==> src/periph_pkg.sv <==
////////////////////////////////////////////////////////////
// peripheral bus types and map
////////////////////////////////////////////////////////////

package periph_pkg;

    // widths with a meaning on the bus
    typedef logic [10:0] addr_t;
    typedef logic [31:0] word_t;
    typedef logic [7:0]  byte_t;
    typedef logic [1:0]  access_t;

    // bit 4 picks the byte slots, bits 3:0 the slot number
    typedef logic [4:0]  func_sel_t;

    // 11 none, 00 byte, 01 halfword, 10 word
    localparam access_t ACCESS_NONE = 2'b11;

    // address bits 10:9 of the byte slot space
    localparam logic [1:0] BYTE_SPACE = 2'b10;

    localparam logic [3:0] SLOT_GPIO = 4'd1;
    localparam logic [3:0] SLOT_EDGE = 4'd1;

    localparam int NUM_PINS = 8;

    // gpio register offsets within its 64 byte slot
    localparam logic [5:0] GPIO_REG_OUT       = 6'h00;
    localparam logic [5:0] GPIO_REG_IN        = 6'h04;
    localparam logic [5:0] GPIO_REG_FUNC_BASE = 6'h20;

    // edge counter registers within its 16 byte slot
    localparam logic [3:0] EDGE_REG_PIN   = 4'd0;
    localparam logic [3:0] EDGE_REG_COUNT = 4'd1;

    typedef struct packed {
        addr_t   address;
        word_t   wdata;
        access_t write_n;
        access_t read_n;
    } periph_req_t;

    typedef struct packed {
        word_t rdata;
        logic  ready;
    } periph_rsp_t;

endpackage

==> src/periph_bus.sv <==
////////////////////////////////////////////////////////////
// peripheral bus decode and read buffer
////////////////////////////////////////////////////////////

`timescale 1ns/10ps

module periph_bus (
    input  logic                    clk,
    input  logic                    rst_n,
    input  periph_pkg::periph_req_t i_req,
    input  periph_pkg::periph_rsp_t i_gpio_rsp,
    input  periph_pkg::byte_t       i_edge_rdata,
    input  logic                    i_read_complete,
    output periph_pkg::periph_req_t o_gpio_req,
    output periph_pkg::periph_req_t o_edge_req,
    output periph_pkg::word_t       o_data_out,
    output logic                    o_data_ready
);

    logic              byte_space;
    logic              full_space;
    logic              gpio_sel;
    logic              edge_sel;
    logic              read_req;
    logic              write_req;

    periph_pkg::word_t src_data;
    logic              src_ready;

    // read buffer state
    periph_pkg::word_t data_out_r;
    logic              data_hold;
    logic              data_ready_r;

    // only the selected peripheral sees the access,
    // and no peripheral sees a read while a result is held
    function automatic periph_pkg::periph_req_t gate_req(
        input periph_pkg::periph_req_t req,
        input logic                    sel,
        input logic                    mask_read
    );
        periph_pkg::periph_req_t gated;
        gated = req;
        if (!sel) begin
            gated.write_n = periph_pkg::ACCESS_NONE;
            gated.read_n  = periph_pkg::ACCESS_NONE;
        end else if (mask_read) begin
            gated.read_n = periph_pkg::ACCESS_NONE;
        end
        return gated;
    endfunction

    // address decode
    assign byte_space = (i_req.address[10:9] == periph_pkg::BYTE_SPACE);
    assign full_space = !i_req.address[10];

    assign gpio_sel = full_space && (i_req.address[9:6] == periph_pkg::SLOT_GPIO);
    assign edge_sel = byte_space && (i_req.address[7:4] == periph_pkg::SLOT_EDGE);

    assign read_req  = (i_req.read_n != periph_pkg::ACCESS_NONE);
    assign write_req = (i_req.write_n != periph_pkg::ACCESS_NONE);

    assign o_gpio_req = gate_req(i_req, gpio_sel, data_hold);
    assign o_edge_req = gate_req(i_req, edge_sel, data_hold);

    // response mux, empty slots read zero and are ready at once
    always_comb begin
        src_data  = '0;
        src_ready = 1'b1;
        if (gpio_sel) begin
            src_data  = i_gpio_rsp.rdata;
            src_ready = i_gpio_rsp.ready;
        end else if (edge_sel) begin
            src_data = {24'h0, i_edge_rdata};
        end
    end

    // capture once per read, hold until the core says it is done
    always_ff @(posedge clk) begin
        if (!rst_n) begin
            data_hold    <= 1'b0;
            data_ready_r <= 1'b0;
        end else begin
            if (i_read_complete) begin
                data_hold <= 1'b0;
            end
            if (!data_hold && src_ready && read_req) begin
                data_hold <= 1'b1;
            end
            data_ready_r <= read_req && src_ready;
        end
    end

    always_ff @(posedge clk) begin
        if (!data_hold && src_ready && read_req) begin
            data_out_r <= src_data;
        end
    end

    assign o_data_out   = data_out_r;
    // writes complete in the same cycle
    assign o_data_ready = data_ready_r || write_req;

endmodule

==> src/gpio_ctrl.sv <==
////////////////////////////////////////////////////////////
// gpio registers and output pin mux
////////////////////////////////////////////////////////////

`timescale 1ns/10ps

module gpio_ctrl (
    input  logic                    clk,
    input  logic                    rst_n,
    input  periph_pkg::periph_req_t i_req,
    input  periph_pkg::byte_t       i_ui_in,
    input  periph_pkg::byte_t       i_edge_pins,
    output periph_pkg::periph_rsp_t o_rsp,
    output periph_pkg::byte_t       o_uo_out
);

    localparam int IDX_W = $clog2(periph_pkg::NUM_PINS);

    logic [5:0]            offset;
    logic                  wr_en;
    logic                  func_hit;
    logic [IDX_W-1:0]      func_idx;

    periph_pkg::byte_t     gpio_out;
    periph_pkg::func_sel_t func_sel [periph_pkg::NUM_PINS];
    periph_pkg::word_t     rdata;

    // request is already gated to this slot by the bus
    assign offset = i_req.address[5:0];
    assign wr_en  = (i_req.write_n != periph_pkg::ACCESS_NONE);

    // one word per pin from 0x20 up to 0x3c
    assign func_hit = ({offset[5], offset[1:0]} ==
                       {periph_pkg::GPIO_REG_FUNC_BASE[5], periph_pkg::GPIO_REG_FUNC_BASE[1:0]});
    assign func_idx = offset[IDX_W+1:2];

    always_ff @(posedge clk) begin
        if (!rst_n) begin
            gpio_out <= '0;
        end else if (wr_en && offset == periph_pkg::GPIO_REG_OUT) begin
            gpio_out <= i_req.wdata[7:0];
        end
    end

    // every pin starts out driven by the gpio output register
    always_ff @(posedge clk) begin
        if (!rst_n) begin
            for (int i = 0; i < periph_pkg::NUM_PINS; i++) begin
                func_sel[i] <= {1'b0, periph_pkg::SLOT_GPIO};
            end
        end else if (wr_en && func_hit) begin
            func_sel[func_idx] <= i_req.wdata[4:0];
        end
    end

    // register readback
    always_comb begin
        rdata = '0;
        if (offset == periph_pkg::GPIO_REG_OUT) begin
            rdata = {24'h0, gpio_out};
        end else if (offset == periph_pkg::GPIO_REG_IN) begin
            rdata = {24'h0, i_ui_in};
        end else if (func_hit) begin
            rdata = {27'h0, func_sel[func_idx]};
        end
    end

    assign o_rsp.rdata = rdata;
    assign o_rsp.ready = 1'b1;

    // per pin source select, unused slots drive zero
    always_comb begin
        for (int i = 0; i < periph_pkg::NUM_PINS; i++) begin
            o_uo_out[i] = 1'b0;
            if (!func_sel[i][4] && func_sel[i][3:0] == periph_pkg::SLOT_GPIO) begin
                o_uo_out[i] = gpio_out[i];
            end else if (func_sel[i][4] && func_sel[i][3:0] == periph_pkg::SLOT_EDGE) begin
                o_uo_out[i] = i_edge_pins[i];
            end
        end
    end

endmodule

==> src/edge_counter.sv <==
////////////////////////////////////////////////////////////
// rising edge counter, byte slot
////////////////////////////////////////////////////////////

`timescale 1ns/10ps

module edge_counter (
    input  logic                    clk,
    input  logic                    rst_n,
    input  periph_pkg::periph_req_t i_req,
    input  periph_pkg::byte_t       i_ui_in,
    output periph_pkg::byte_t       o_rdata,
    output periph_pkg::byte_t       o_pins
);

    logic [3:0]        reg_addr;
    logic              wr_en;
    logic [2:0]        pin_sel;
    logic              pin_now;
    logic              pin_prev;
    logic              rise;
    periph_pkg::byte_t count;

    assign reg_addr = i_req.address[3:0];
    assign wr_en    = (i_req.write_n != periph_pkg::ACCESS_NONE);

    assign pin_now = i_ui_in[pin_sel];
    assign rise    = pin_now && !pin_prev;

    always_ff @(posedge clk) begin
        if (!rst_n) begin
            pin_sel <= '0;
        end else if (wr_en && reg_addr == periph_pkg::EDGE_REG_PIN) begin
            pin_sel <= i_req.wdata[2:0];
        end
    end

    // previous sample of the watched pin
    always_ff @(posedge clk) begin
        if (!rst_n) begin
            pin_prev <= 1'b0;
        end else begin
            pin_prev <= pin_now;
        end
    end

    // a write to the count register clears it, otherwise wrap on overflow
    always_ff @(posedge clk) begin
        if (!rst_n) begin
            count <= '0;
        end else if (wr_en && reg_addr == periph_pkg::EDGE_REG_COUNT) begin
            count <= '0;
        end else if (rise) begin
            count <= count + 8'd1;
        end
    end

    always_comb begin
        o_rdata = '0;
        case (reg_addr)
            periph_pkg::EDGE_REG_PIN:   o_rdata = {5'h0, pin_sel};
            periph_pkg::EDGE_REG_COUNT: o_rdata = count;
            default:                    o_rdata = '0;
        endcase
    end

    assign o_pins = count;

endmodule

==> src/periph_top.sv <==
////////////////////////////////////////////////////////////
// peripheral wrapper top
////////////////////////////////////////////////////////////

`timescale 1ns/10ps

module periph_top (
    input  logic                    clk,
    input  logic                    rst_n,
    input  periph_pkg::byte_t       i_ui_in,
    input  periph_pkg::periph_req_t i_req,
    input  logic                    i_read_complete,
    output periph_pkg::byte_t       o_uo_out,
    output periph_pkg::word_t       o_data_out,
    output logic                    o_data_ready
);

    // gated requests from the bus
    periph_pkg::periph_req_t gpio_req;
    periph_pkg::periph_req_t edge_req;

    periph_pkg::periph_rsp_t gpio_rsp;
    periph_pkg::byte_t       edge_rdata;

    // edge counter pins, routed out through the gpio mux
    periph_pkg::byte_t       edge_pins;

    periph_bus u_bus (
        .clk             (clk),
        .rst_n           (rst_n),
        .i_req           (i_req),
        .i_gpio_rsp      (gpio_rsp),
        .i_edge_rdata    (edge_rdata),
        .i_read_complete (i_read_complete),
        .o_gpio_req      (gpio_req),
        .o_edge_req      (edge_req),
        .o_data_out      (o_data_out),
        .o_data_ready    (o_data_ready)
    );

    gpio_ctrl u_gpio (
        .clk         (clk),
        .rst_n       (rst_n),
        .i_req       (gpio_req),
        .i_ui_in     (i_ui_in),
        .i_edge_pins (edge_pins),
        .o_rsp       (gpio_rsp),
        .o_uo_out    (o_uo_out)
    );

    edge_counter u_edge (
        .clk     (clk),
        .rst_n   (rst_n),
        .i_req   (edge_req),
        .i_ui_in (i_ui_in),
        .o_rdata (edge_rdata),
        .o_pins  (edge_pins)
    );

endmodule

==> config.mk <==
export PLATFORM = sky130hd
export DESIGN_NAME = periph_top
export DESIGN_NICKNAME = d
export VERILOG_FILES = /design/src/periph_pkg.sv /design/src/periph_bus.sv /design/src/gpio_ctrl.sv /design/src/edge_counter.sv /design/src/periph_top.sv
export SDC_FILE = /design/constraint.sdc
export NUM_CORES = 1
export LEC_CHECK = 0
export ABC_AREA = 1
export ABC_CLOCK_PERIOD_IN_PS = 2000
export BUFFER_PORTS_ARGS = -buffer_cell sky130_fd_sc_hd__buf_2
export CAP_MARGIN = 5
export CORE_MARGIN = 1
export CORE_UTILIZATION = 54
export DETAILED_ROUTE_END_ITERATION = 10
export PLACE_DENSITY = 0.91
export SKIP_CTS_REPAIR_TIMING = 1
export SYNTH_ARGS = -nofsm -noshare
export SYNTH_HDL_FRONTEND = slang
export SYNTH_SLANG_ARGS = --single-unit
==> constraint.sdc <==
create_clock -name clk -period 2 [get_ports clk]
set_clock_uncertainty 0.1 [all_clocks]
set_input_delay 0.2 -clock clk [delete_from_list [all_inputs] [get_ports clk]]
set_output_delay 0.2 -clock clk [all_outputs]
set_load 0.01 [all_outputs]
== Word level (Yosys, flattened, before mapping) ==
Memories as Yosys holds them, arrays and structs flattened.
Cells that the tools add are included.

* Add/sub/neg operators: 1
* Order comparisons: 1
* Eq/ne operators: 18
* Multiplexer cells: 35
* Bitwise logic cells: 1
* Reduce and logical (&&, ||, !) cells: 41

{| class="wikitable"
|+ Operators with widths
! kind !! number
|-
| 32-bit 2-to-1 mux || 3
|-
| 4-bit by 1-bit equality test with 1-bit output, second input constant || 11
|-
| 1-bit logical AND || 24
|-
| 1-bit 2-to-1 mux || 24
|-
| 8-bit one-hot mux with 2 select lines || 1
|-
| 1-bit logical NOT || 11
|-
| 5-bit 2-to-1 mux || 2
|-
| 8-bit by 1-bit adder with 8-bit output, second input constant || 1
|-
| 8-bit 2-to-1 mux || 1
|-
| 2-bit != test, second input constant || 4
|-
| 6-bit by 3-bit equality test with 1-bit output, second input constant || 1
|-
| 6-bit logical NOT || 1
|-
| 5-bit OR reduction || 1
|-
| 4-bit logical NOT || 1
|-
| 3-bit by 4-bit < comparator with 1-bit output, second input constant || 1
|-
| 2-bit 2-to-1 mux || 2
|-
| 1-bit binary-select mux with 3-bit select || 1
|-
| 3-bit equality test, second input constant || 1
|-
| 3-bit 2-to-1 mux || 1
|-
| 2-bit equality test, second input constant || 1
|-
| 2-bit nonzero test || 1
|-
| 2-bit OR reduction || 1
|-
| 1-bit logical OR || 1
|-
| 1-bit inverter || 1
|}

* Flip-flop bits (word level): 54
* Memory bits (writable): 40
* Input bits: 58
* Memories kept: 1

{| class="wikitable"
|+ Memory list
! memory !! depth !! bits a word !! rd ports !! clocked after Yosys merged registers in !! write ports !! RTL line !! RTL
|-
| u_gpio.func_sel || 8 || 5 || 9 || 0 || 8 || gpio_ctrl.sv:25 || <nowiki>periph_pkg::func_sel_t func_sel [periph_pkg::NUM_PINS];</nowiki>
|}

== Logic depth before layout (Yosys ltp) ==
Gate-level depths: netlist of the first run.

* Depth in word-level cells: 10
* Gate-level depth with buffers: 9
* Gate-level depth less buffers: 9

== Hierarchy ==
From an unflattened synthesis of the first run, not the netlist that was laid out.

* Cell total of the unflattened synthesis: 701
* Area, all modules: 5755.5 um^2

{| class="wikitable"
|+ By module, submodules not included
! module !! times used !! cells each !! area an instance (um^2) !! sequential area each (um^2)
|-
| gpio_ctrl || 1 || 342 || 2839.0 || 1361.3
|-
| periph_bus || 1 || 230 || 2103.3 || 1001.0
|-
| edge_counter || 1 || 129 || 813.3 || 240.2
|}

== Least setup slack after synthesis of the first run ==
Ideal clock, no wire load.

* Kind: input port to flip-flop
* Start: in i_req[45] (netlist bit)
* End: mem u_gpio.func_sel[3][0] (netlist bit) (enable)
* Setup time: 313 ps
* Arrival time: 1168 ps
* Slack: 419 ps
* Stages on the path: 7
* Cells stage by stage: nor2_2 > nand4_4 > nor2_4 > nand3_4 > nor2_4 > nand2_2 > nand2_1

{| class="wikitable"
|+ RTL lines
! item !! RTL line !! RTL
|-
| start, declared || periph_top.sv:11 || <nowiki>input periph_pkg::periph_req_t i_req,</nowiki>
|-
| end, declared || gpio_ctrl.sv:25 ||
|}

== Worst setup path in the final report of the first run ==
* Start: reg u_edge.count[2], in the netlist u_edge.o_pins[2]
* End: out o_uo_out[2]

* Cells in the longest elaborated chain, start to end: 2

{| class="wikitable"
|+ RTL lines
! item !! RTL line !! RTL
|-
| start, declared || edge_counter.sv:22 || <nowiki>periph_pkg::byte_t count;</nowiki>
|-
| start signal, assigned || edge_counter.sv:54 || <nowiki>count <= count + 8'd1;</nowiki>
|-
| 1-bit 2-to-1 mux || gpio_ctrl.sv:77 || <nowiki>end else if (func_sel[i][4] && func_sel[i][3:0] == periph_pkg::SLOT_EDGE) begin</nowiki>
|-
| 1-bit 2-to-1 mux || gpio_ctrl.sv:75 || <nowiki>if (!func_sel[i][4] && func_sel[i][3:0] == periph_pkg::SLOT_GPIO) begin</nowiki>
|-
| end, declared || periph_top.sv:13 || <nowiki>output periph_pkg::byte_t o_uo_out,</nowiki>
|}

Every way passes these cells.

==> results of run 1 <==
[synth_stat cells, drive strengths merged]
cell type / count
o211ai: 6
buf: 32
dfxtp: 22
edfxtp: 48
a211oi: 2
nor2: 73
o21a: 1
nand2: 112
o22ai: 3
or2: 1
inv: 69
clkinv: 1
nand3b: 1
o21ai: 25
xor2: 4
a21oi: 28
ha: 1
nor3: 4
nand4: 13
nand3: 46
conb: 1
clkbuf: 2
nor4: 6
[stage by stage]
step	hold slack (ns)	worst slack (ns)	total power, mW
floorplan	0.192	0.419	1.90
detailed placement	0.304	0.0869	2.00
finish	0.0220	0.140	3.22
global route	0.0297	0.0649	3.33
CTS	-0.0736	0.157	3.21
global placement	0.307	0.177	1.99
[worst paths after layout]
| check | start | end | slack (ns) |
|---|---|---|---|
| min | i_req[11] | u_gpio.gpio_out[7] | 0.02 |
| max | u_edge.o_pins[2] | o_uo_out[2] | 0.14 |
| max reg2reg | u_edge.pin_sel[0] | u_edge.o_pins[6] | 0.40 |
| min reg2reg | u_gpio.gpio_out[1] | u_gpio.gpio_out[1] | 0.39 |
[sequential cells by signal, indices dropped and copies added (netlist names)]
signal and cells:
u_gpio.func_sel 40, u_bus.o_data_out 8, u_edge.o_pins 8, u_gpio.gpio_out 8
u_edge.pin_sel 3, u_bus.data_hold 1, u_bus.data_ready_r 1, u_edge.pin_prev 1
[worst max-delay path, delay by kind of cell (launching register included)]
kind | cells | cell delay (ns)
flops | 1 | 0.46
buf+inv | 2 | 0.31
simple gates | 2 | 0.31
compound gates | 1 | 0.13
[routing by layer]
metal  part of all wire  global-route usage
met5                  0                   0
met4              0.020               0.116
met3              0.079              0.0490
met2               0.50               0.484
met1               0.40               0.339
[power by group]
group	leakage, nW	switching, mW	internal, mW
clock	0.104	0.556	0.693
sequential	0.646	0.0326	1.60
combinational	1.31	0.234	0.104
total	2.06	0.822	2.40
[cells by family after synthesis]
group                      after synthesis  share of synthesized area
AOI/OAI and AO/OA                       65                     0.0889
buffers and inverters                  104                      0.124
other                                    1                   0.000938
xor gates and xnor gates                 4                    0.00876
adders and majority gates                1                    0.00313
DFF                                     70                      0.471
and+or+nand+nor                        256                      0.304
[cell type report]
cell class | instances | area, µm² | area share
clock buffers | 9 | 124 | 0.0273
flip-flops and latches | 70 | 1880 | 0.414
clock inverters | 7 | 88.8 | 0.0196
inverters | 70 | 263 | 0.0579
multi-input cells | 350 | 1710 | 0.376
repair buffers | 63 | 353 | 0.0777
well taps | 99 | 124 | 0.0273
==> run metrics, run 1 <==
Die Area=7750 µm²; VDD IR max=between 0.6 and 0.7 mV; Syn Std Cell Area=4000 µm²; All-Layer GR Usage=0.277; Clock Sinks=70; Iter 0 DRT Violations=320; PortBufs=50; via count=between 3000 and 4000; drt first pass iters=5; core area=7210 µm²; power density over the cells=710 nW/µm²; vias in the first global route=3374; row cnt=31; R2R depth=7; Root Buffer=clkbuf_8; crit-path cells=inv_1 -> nand2_1 -> o21ai_0 -> nor4_1 -> buf_2; kind of critical path=reg2out; routed vias/inst=5.42; RSZ-0062 raised after global routing=no; crit path max fanout=6; later-pin clock latency in the skew report=0.36 ns; Routed WL=~10000 µm; fill count=630; max-cap viol count=0; FMAX=538 MHz; routed len/inst=15.1 µm; status=finished clean; hold path depth=3; starting density of the core=0.554; Max clock buf depth=2; crit start category=flop; Synth Warn #=0; share of layout cells above drive strength 1=0.185; nets=623; Clock Pin Slew Worst Setup and Hold Paths=around 0.07 ns; Yosys top cell area share=0.360; Synth Area per Inst=~8.0 µm²; min cycle time layout=1.86 ns; HPWL after detailed placement=7660 µm; DIE HEIGHT=88.1 µm; number of diodes=0; Worst EP arrival=~1.6 ns; Final Max Tran Viols=0; initial antenna violation count=0; Seq/Total Area, Yosys=0.471; Residual DRC=0; Chip Width=just under 90 µm; GRT overflow=0; slowest stage delay, CP=about 0.46 ns; gp weighted congestion=0.925; Post-Place Cells=650; Mapped Cells=501; Final Non-Filler Cells=668; Ports=99; Tightest Hold Check Type=in2reg; final core utilization=0.629; most frequent cells in the layout=nand2_1 (106), nor2_1 (67), inv_1 (60); top cells by area, synth=edfxtp_1 (36%), dfxtp_1 (11%), nand2_1 (9.9%); Distinct cells, synth=37; final worst path period share=0.930; TritonCTS clock tree=built; final hold violation count=0; Design Area, Final=about 4500 µm²; DRT antenna net count=0; post-placement cell area=4310 µm²; Setup TNS=0 ns; most common cell after layout, fill and taps aside=nand2_1; largest net degree at the start of global routing=20; Final setup viols=0; Area growth, synth to finish=13.5%; Critical-path top delay cell=dfxtp_1; CTS buffer count=9; largest area contributor in the netlist=edfxtp_1; static leakage=2.06 nW; H-tree depth=3; #FFs+latches synth=70; Worst Path Required=1.70 ns; Setup crit end kind=primary output; first-pass GRT wire length=15800 µm
No activity file was read; power rests on OpenSTA's default activity.
==> run 2: changes to the inputs <==
--- a/config.mk
+++ b/config.mk
@@ -9,11 +9,12 @@
 export ABC_CLOCK_PERIOD_IN_PS = 2000
 export BUFFER_PORTS_ARGS = -buffer_cell sky130_fd_sc_hd__buf_2
 export CAP_MARGIN = 5
-export CORE_MARGIN = 1
-export CORE_UTILIZATION = 54
+export CORE_MARGIN = 3
+export CORE_UTILIZATION = 58
 export DETAILED_ROUTE_END_ITERATION = 10
-export PLACE_DENSITY = 0.91
+export PLACE_DENSITY = 0.78
 export SKIP_CTS_REPAIR_TIMING = 1
 export SYNTH_ARGS = -nofsm -noshare
 export SYNTH_HDL_FRONTEND = slang
+export SYNTH_HIERARCHICAL = 1
 export SYNTH_SLANG_ARGS = --single-unit
==> run 2 against run 1 <==
Maximum frequency is 3.5% higher. Combinational power rose by 26%. Largest power group unchanged. Largest cell class unchanged. Highest routed layer unchanged. Critical endpoint is now o_uo_out[4]. Sequential cell count up 24.
==> run metrics, run 2 <==
Residual DRC=0 (unchanged); via count=4144 (+15%); kind of critical path=reg2out; initial antenna violation count=0 (unchanged); PortBufs=74 (+48%); nets=749 (+20%); starting density of the core=0.598 (+0.0437); Root Buffer=clkbuf_8; HPWL after detailed placement=8710 µm (+14%); Slew Limit Headroom=0.625; FF-to-FF Start=u_edge/pin_sel[0]; Worst EP arrival=1.50 ns (-0.06 ns); crit start category=flop; later-pin clock latency in the skew report=0.36 ns (about the same); final worst path period share=0.899 (-0.0316); fill count=753 (+20%); Syn Std Cell Area=5240 µm² (+31%); Sequential cell area=2600 µm² (+38%); Setup TNS=0 ns (unchanged); number of diodes=0 (unchanged); net switching power of the design=1.04 mW (+27%); Chip Width=101 µm (+15%); first-pass GRT wire length=18100 µm (+15%); min cycle time layout=1.80 ns (-0.0632 ns); DRT antenna net count=0 (unchanged); RSZ-0062 raised after global routing=no; Seq pwr share=0.564 (+0.056); max reg flops=40 (unchanged); final hold violation count=0 (unchanged); status=finished clean; Area growth, synth to finish=8.50%; crit path max fanout=2 (-4); combinational share of power=0.107 (+0.002); Largest Register=u_gpio/func_sel; Hold Crit Start=i_req[10]; power share of the clock group=0.329 (-0.058); static leakage=2.73 nW (+32%); Iter 0 DRT Violations=313 (-2.2%); Synth Area per Inst=8.32 µm² (+4.2%); post-placement cell area=5460 µm² (+27%); switch share=0.262 (+0.00686); All-Layer GR Usage=0.232 (-0.0453); GRT overflow=0 (unchanged); internal power=2.93 mW (+22%); largest net degree at the start of global routing=33 (+65%); CTS buffer count=9 (unchanged); most common cell after layout, fill and taps aside=nand2_1; power density over the cells=699 nW/µm² (-1.5%); max-cap viol count=0 (unchanged); Worst Path Required=1.70 ns (about the same); Setup crit end kind=primary output; Final setup viols=0 (unchanged); Max clock buf depth=2 (unchanged); Clock Sinks=94 (+34%); core area=8760 µm² (+21%); TritonCTS clock tree=built; Die Area=10200 µm² (+32%); H-tree depth=3 (unchanged); DIE HEIGHT=101 µm (+15%); share of layout cells above drive strength 1=0.197 (+0.0126); Mapped Cells=630 (+26%); Clock Pin Slew Worst Setup and Hold Paths=0.09 ns (+0.02 ns); Routed WL=11600 µm (+15%); Design Area, Final=5690 µm² (+25%); Tightest Hold Check Type=in2reg; gp weighted congestion=1.04 (+12%); Synth Warn #=6 (+6); slew at the pin closest to its max-slew limit=~0.56 ns; most frequent cells in the layout=nand2_1 (141), nor2_1 (102), inv_1 (95); Final Max Tran Viols=0 (unchanged); VDD IR max=0.376 mV (-40%); final core utilization=0.649 (+0.0194); Ports=99 (unchanged); row cnt=34 (+9.7%); drt first pass iters=5 (unchanged); routed len/inst=14.4 µm (-4.6%); Multi-input gate area=1900 µm² (+12%); worst setup path start=u_gpio/func_sel[4][4]; vias in the first global route=3796 (+13%); routed vias/inst=5.16 (-4.7%); FMAX=556 MHz (+3.5%)
run 2: per-layer routing:
metal,vias to the layer above,global-route usage,routed length (µm)
met5,-,0,0
met3,30,0.0394,995
li1,2042,-,-
met2,179,0.386,5530
met4,0,0.100,377
met1,1893,0.298,4690
run 2: worst paths after layout:
path,slack [ns],end,cells past startpoint
max,0.20,o_uo_out[4],3
min,0.003,u_gpio/gpio_out[6],3
max reg2reg,0.38,u_edge/o_pins[1],9
min reg2reg,0.42,u_gpio/gpio_out[7],2
run 2: critical path: stages, from the launching register on:
cell	delay, ns
edfxtp_1	0.46
mux2i_1	0.20
nor4_1	0.28
buf_2	0.20
run 2: power groups by stage:
| stage | logic, mW | registers [mW] | clock network, mW |
|---|---|---|---|
| 2_1_floorplan | 0.296 | 2.31 | 0 |
| 3_3_place_gp | 0.403 | 2.29 | 0 |
| 3_5_place_dp | 0.414 | 2.29 | 0 |
| 4_1_cts | 0.416 | 2.24 | 1.32 |
| 5_1_grt | 0.471 | 2.25 | 1.41 |
| 6_report | 0.425 | 2.24 | 1.31 |
run 2: through the flow:
| step | power (mW) | setup WS (ns) | hold slack (ns) | std cells |
|---|---|---|---|---|
| after floorplan | 2.60 | 0.169 | 0.232 | 653 |
| after global placement | 2.69 | 0.104 | 0.324 | 785 |
| after detailed placement | 2.70 | 0.0387 | 0.331 | 785 |
| after CTS | 3.98 | 0.167 | -0.0478 | 801 |
| after global routing | 4.13 | 0.143 | 0.000993 | 803 |
| final | 3.97 | 0.203 | 0.00283 | 803 |
run 2: layout make-up:
cell class,instances,area share
Sequential cell,94,0.458
Multi-Input combinational cell,398,0.335
Timing Repair Buffer,85,0.0805
Inverter,102,0.0673
Tap cell,108,0.0238
Clock buffer,9,0.0218
Clock inverter,7,0.0139
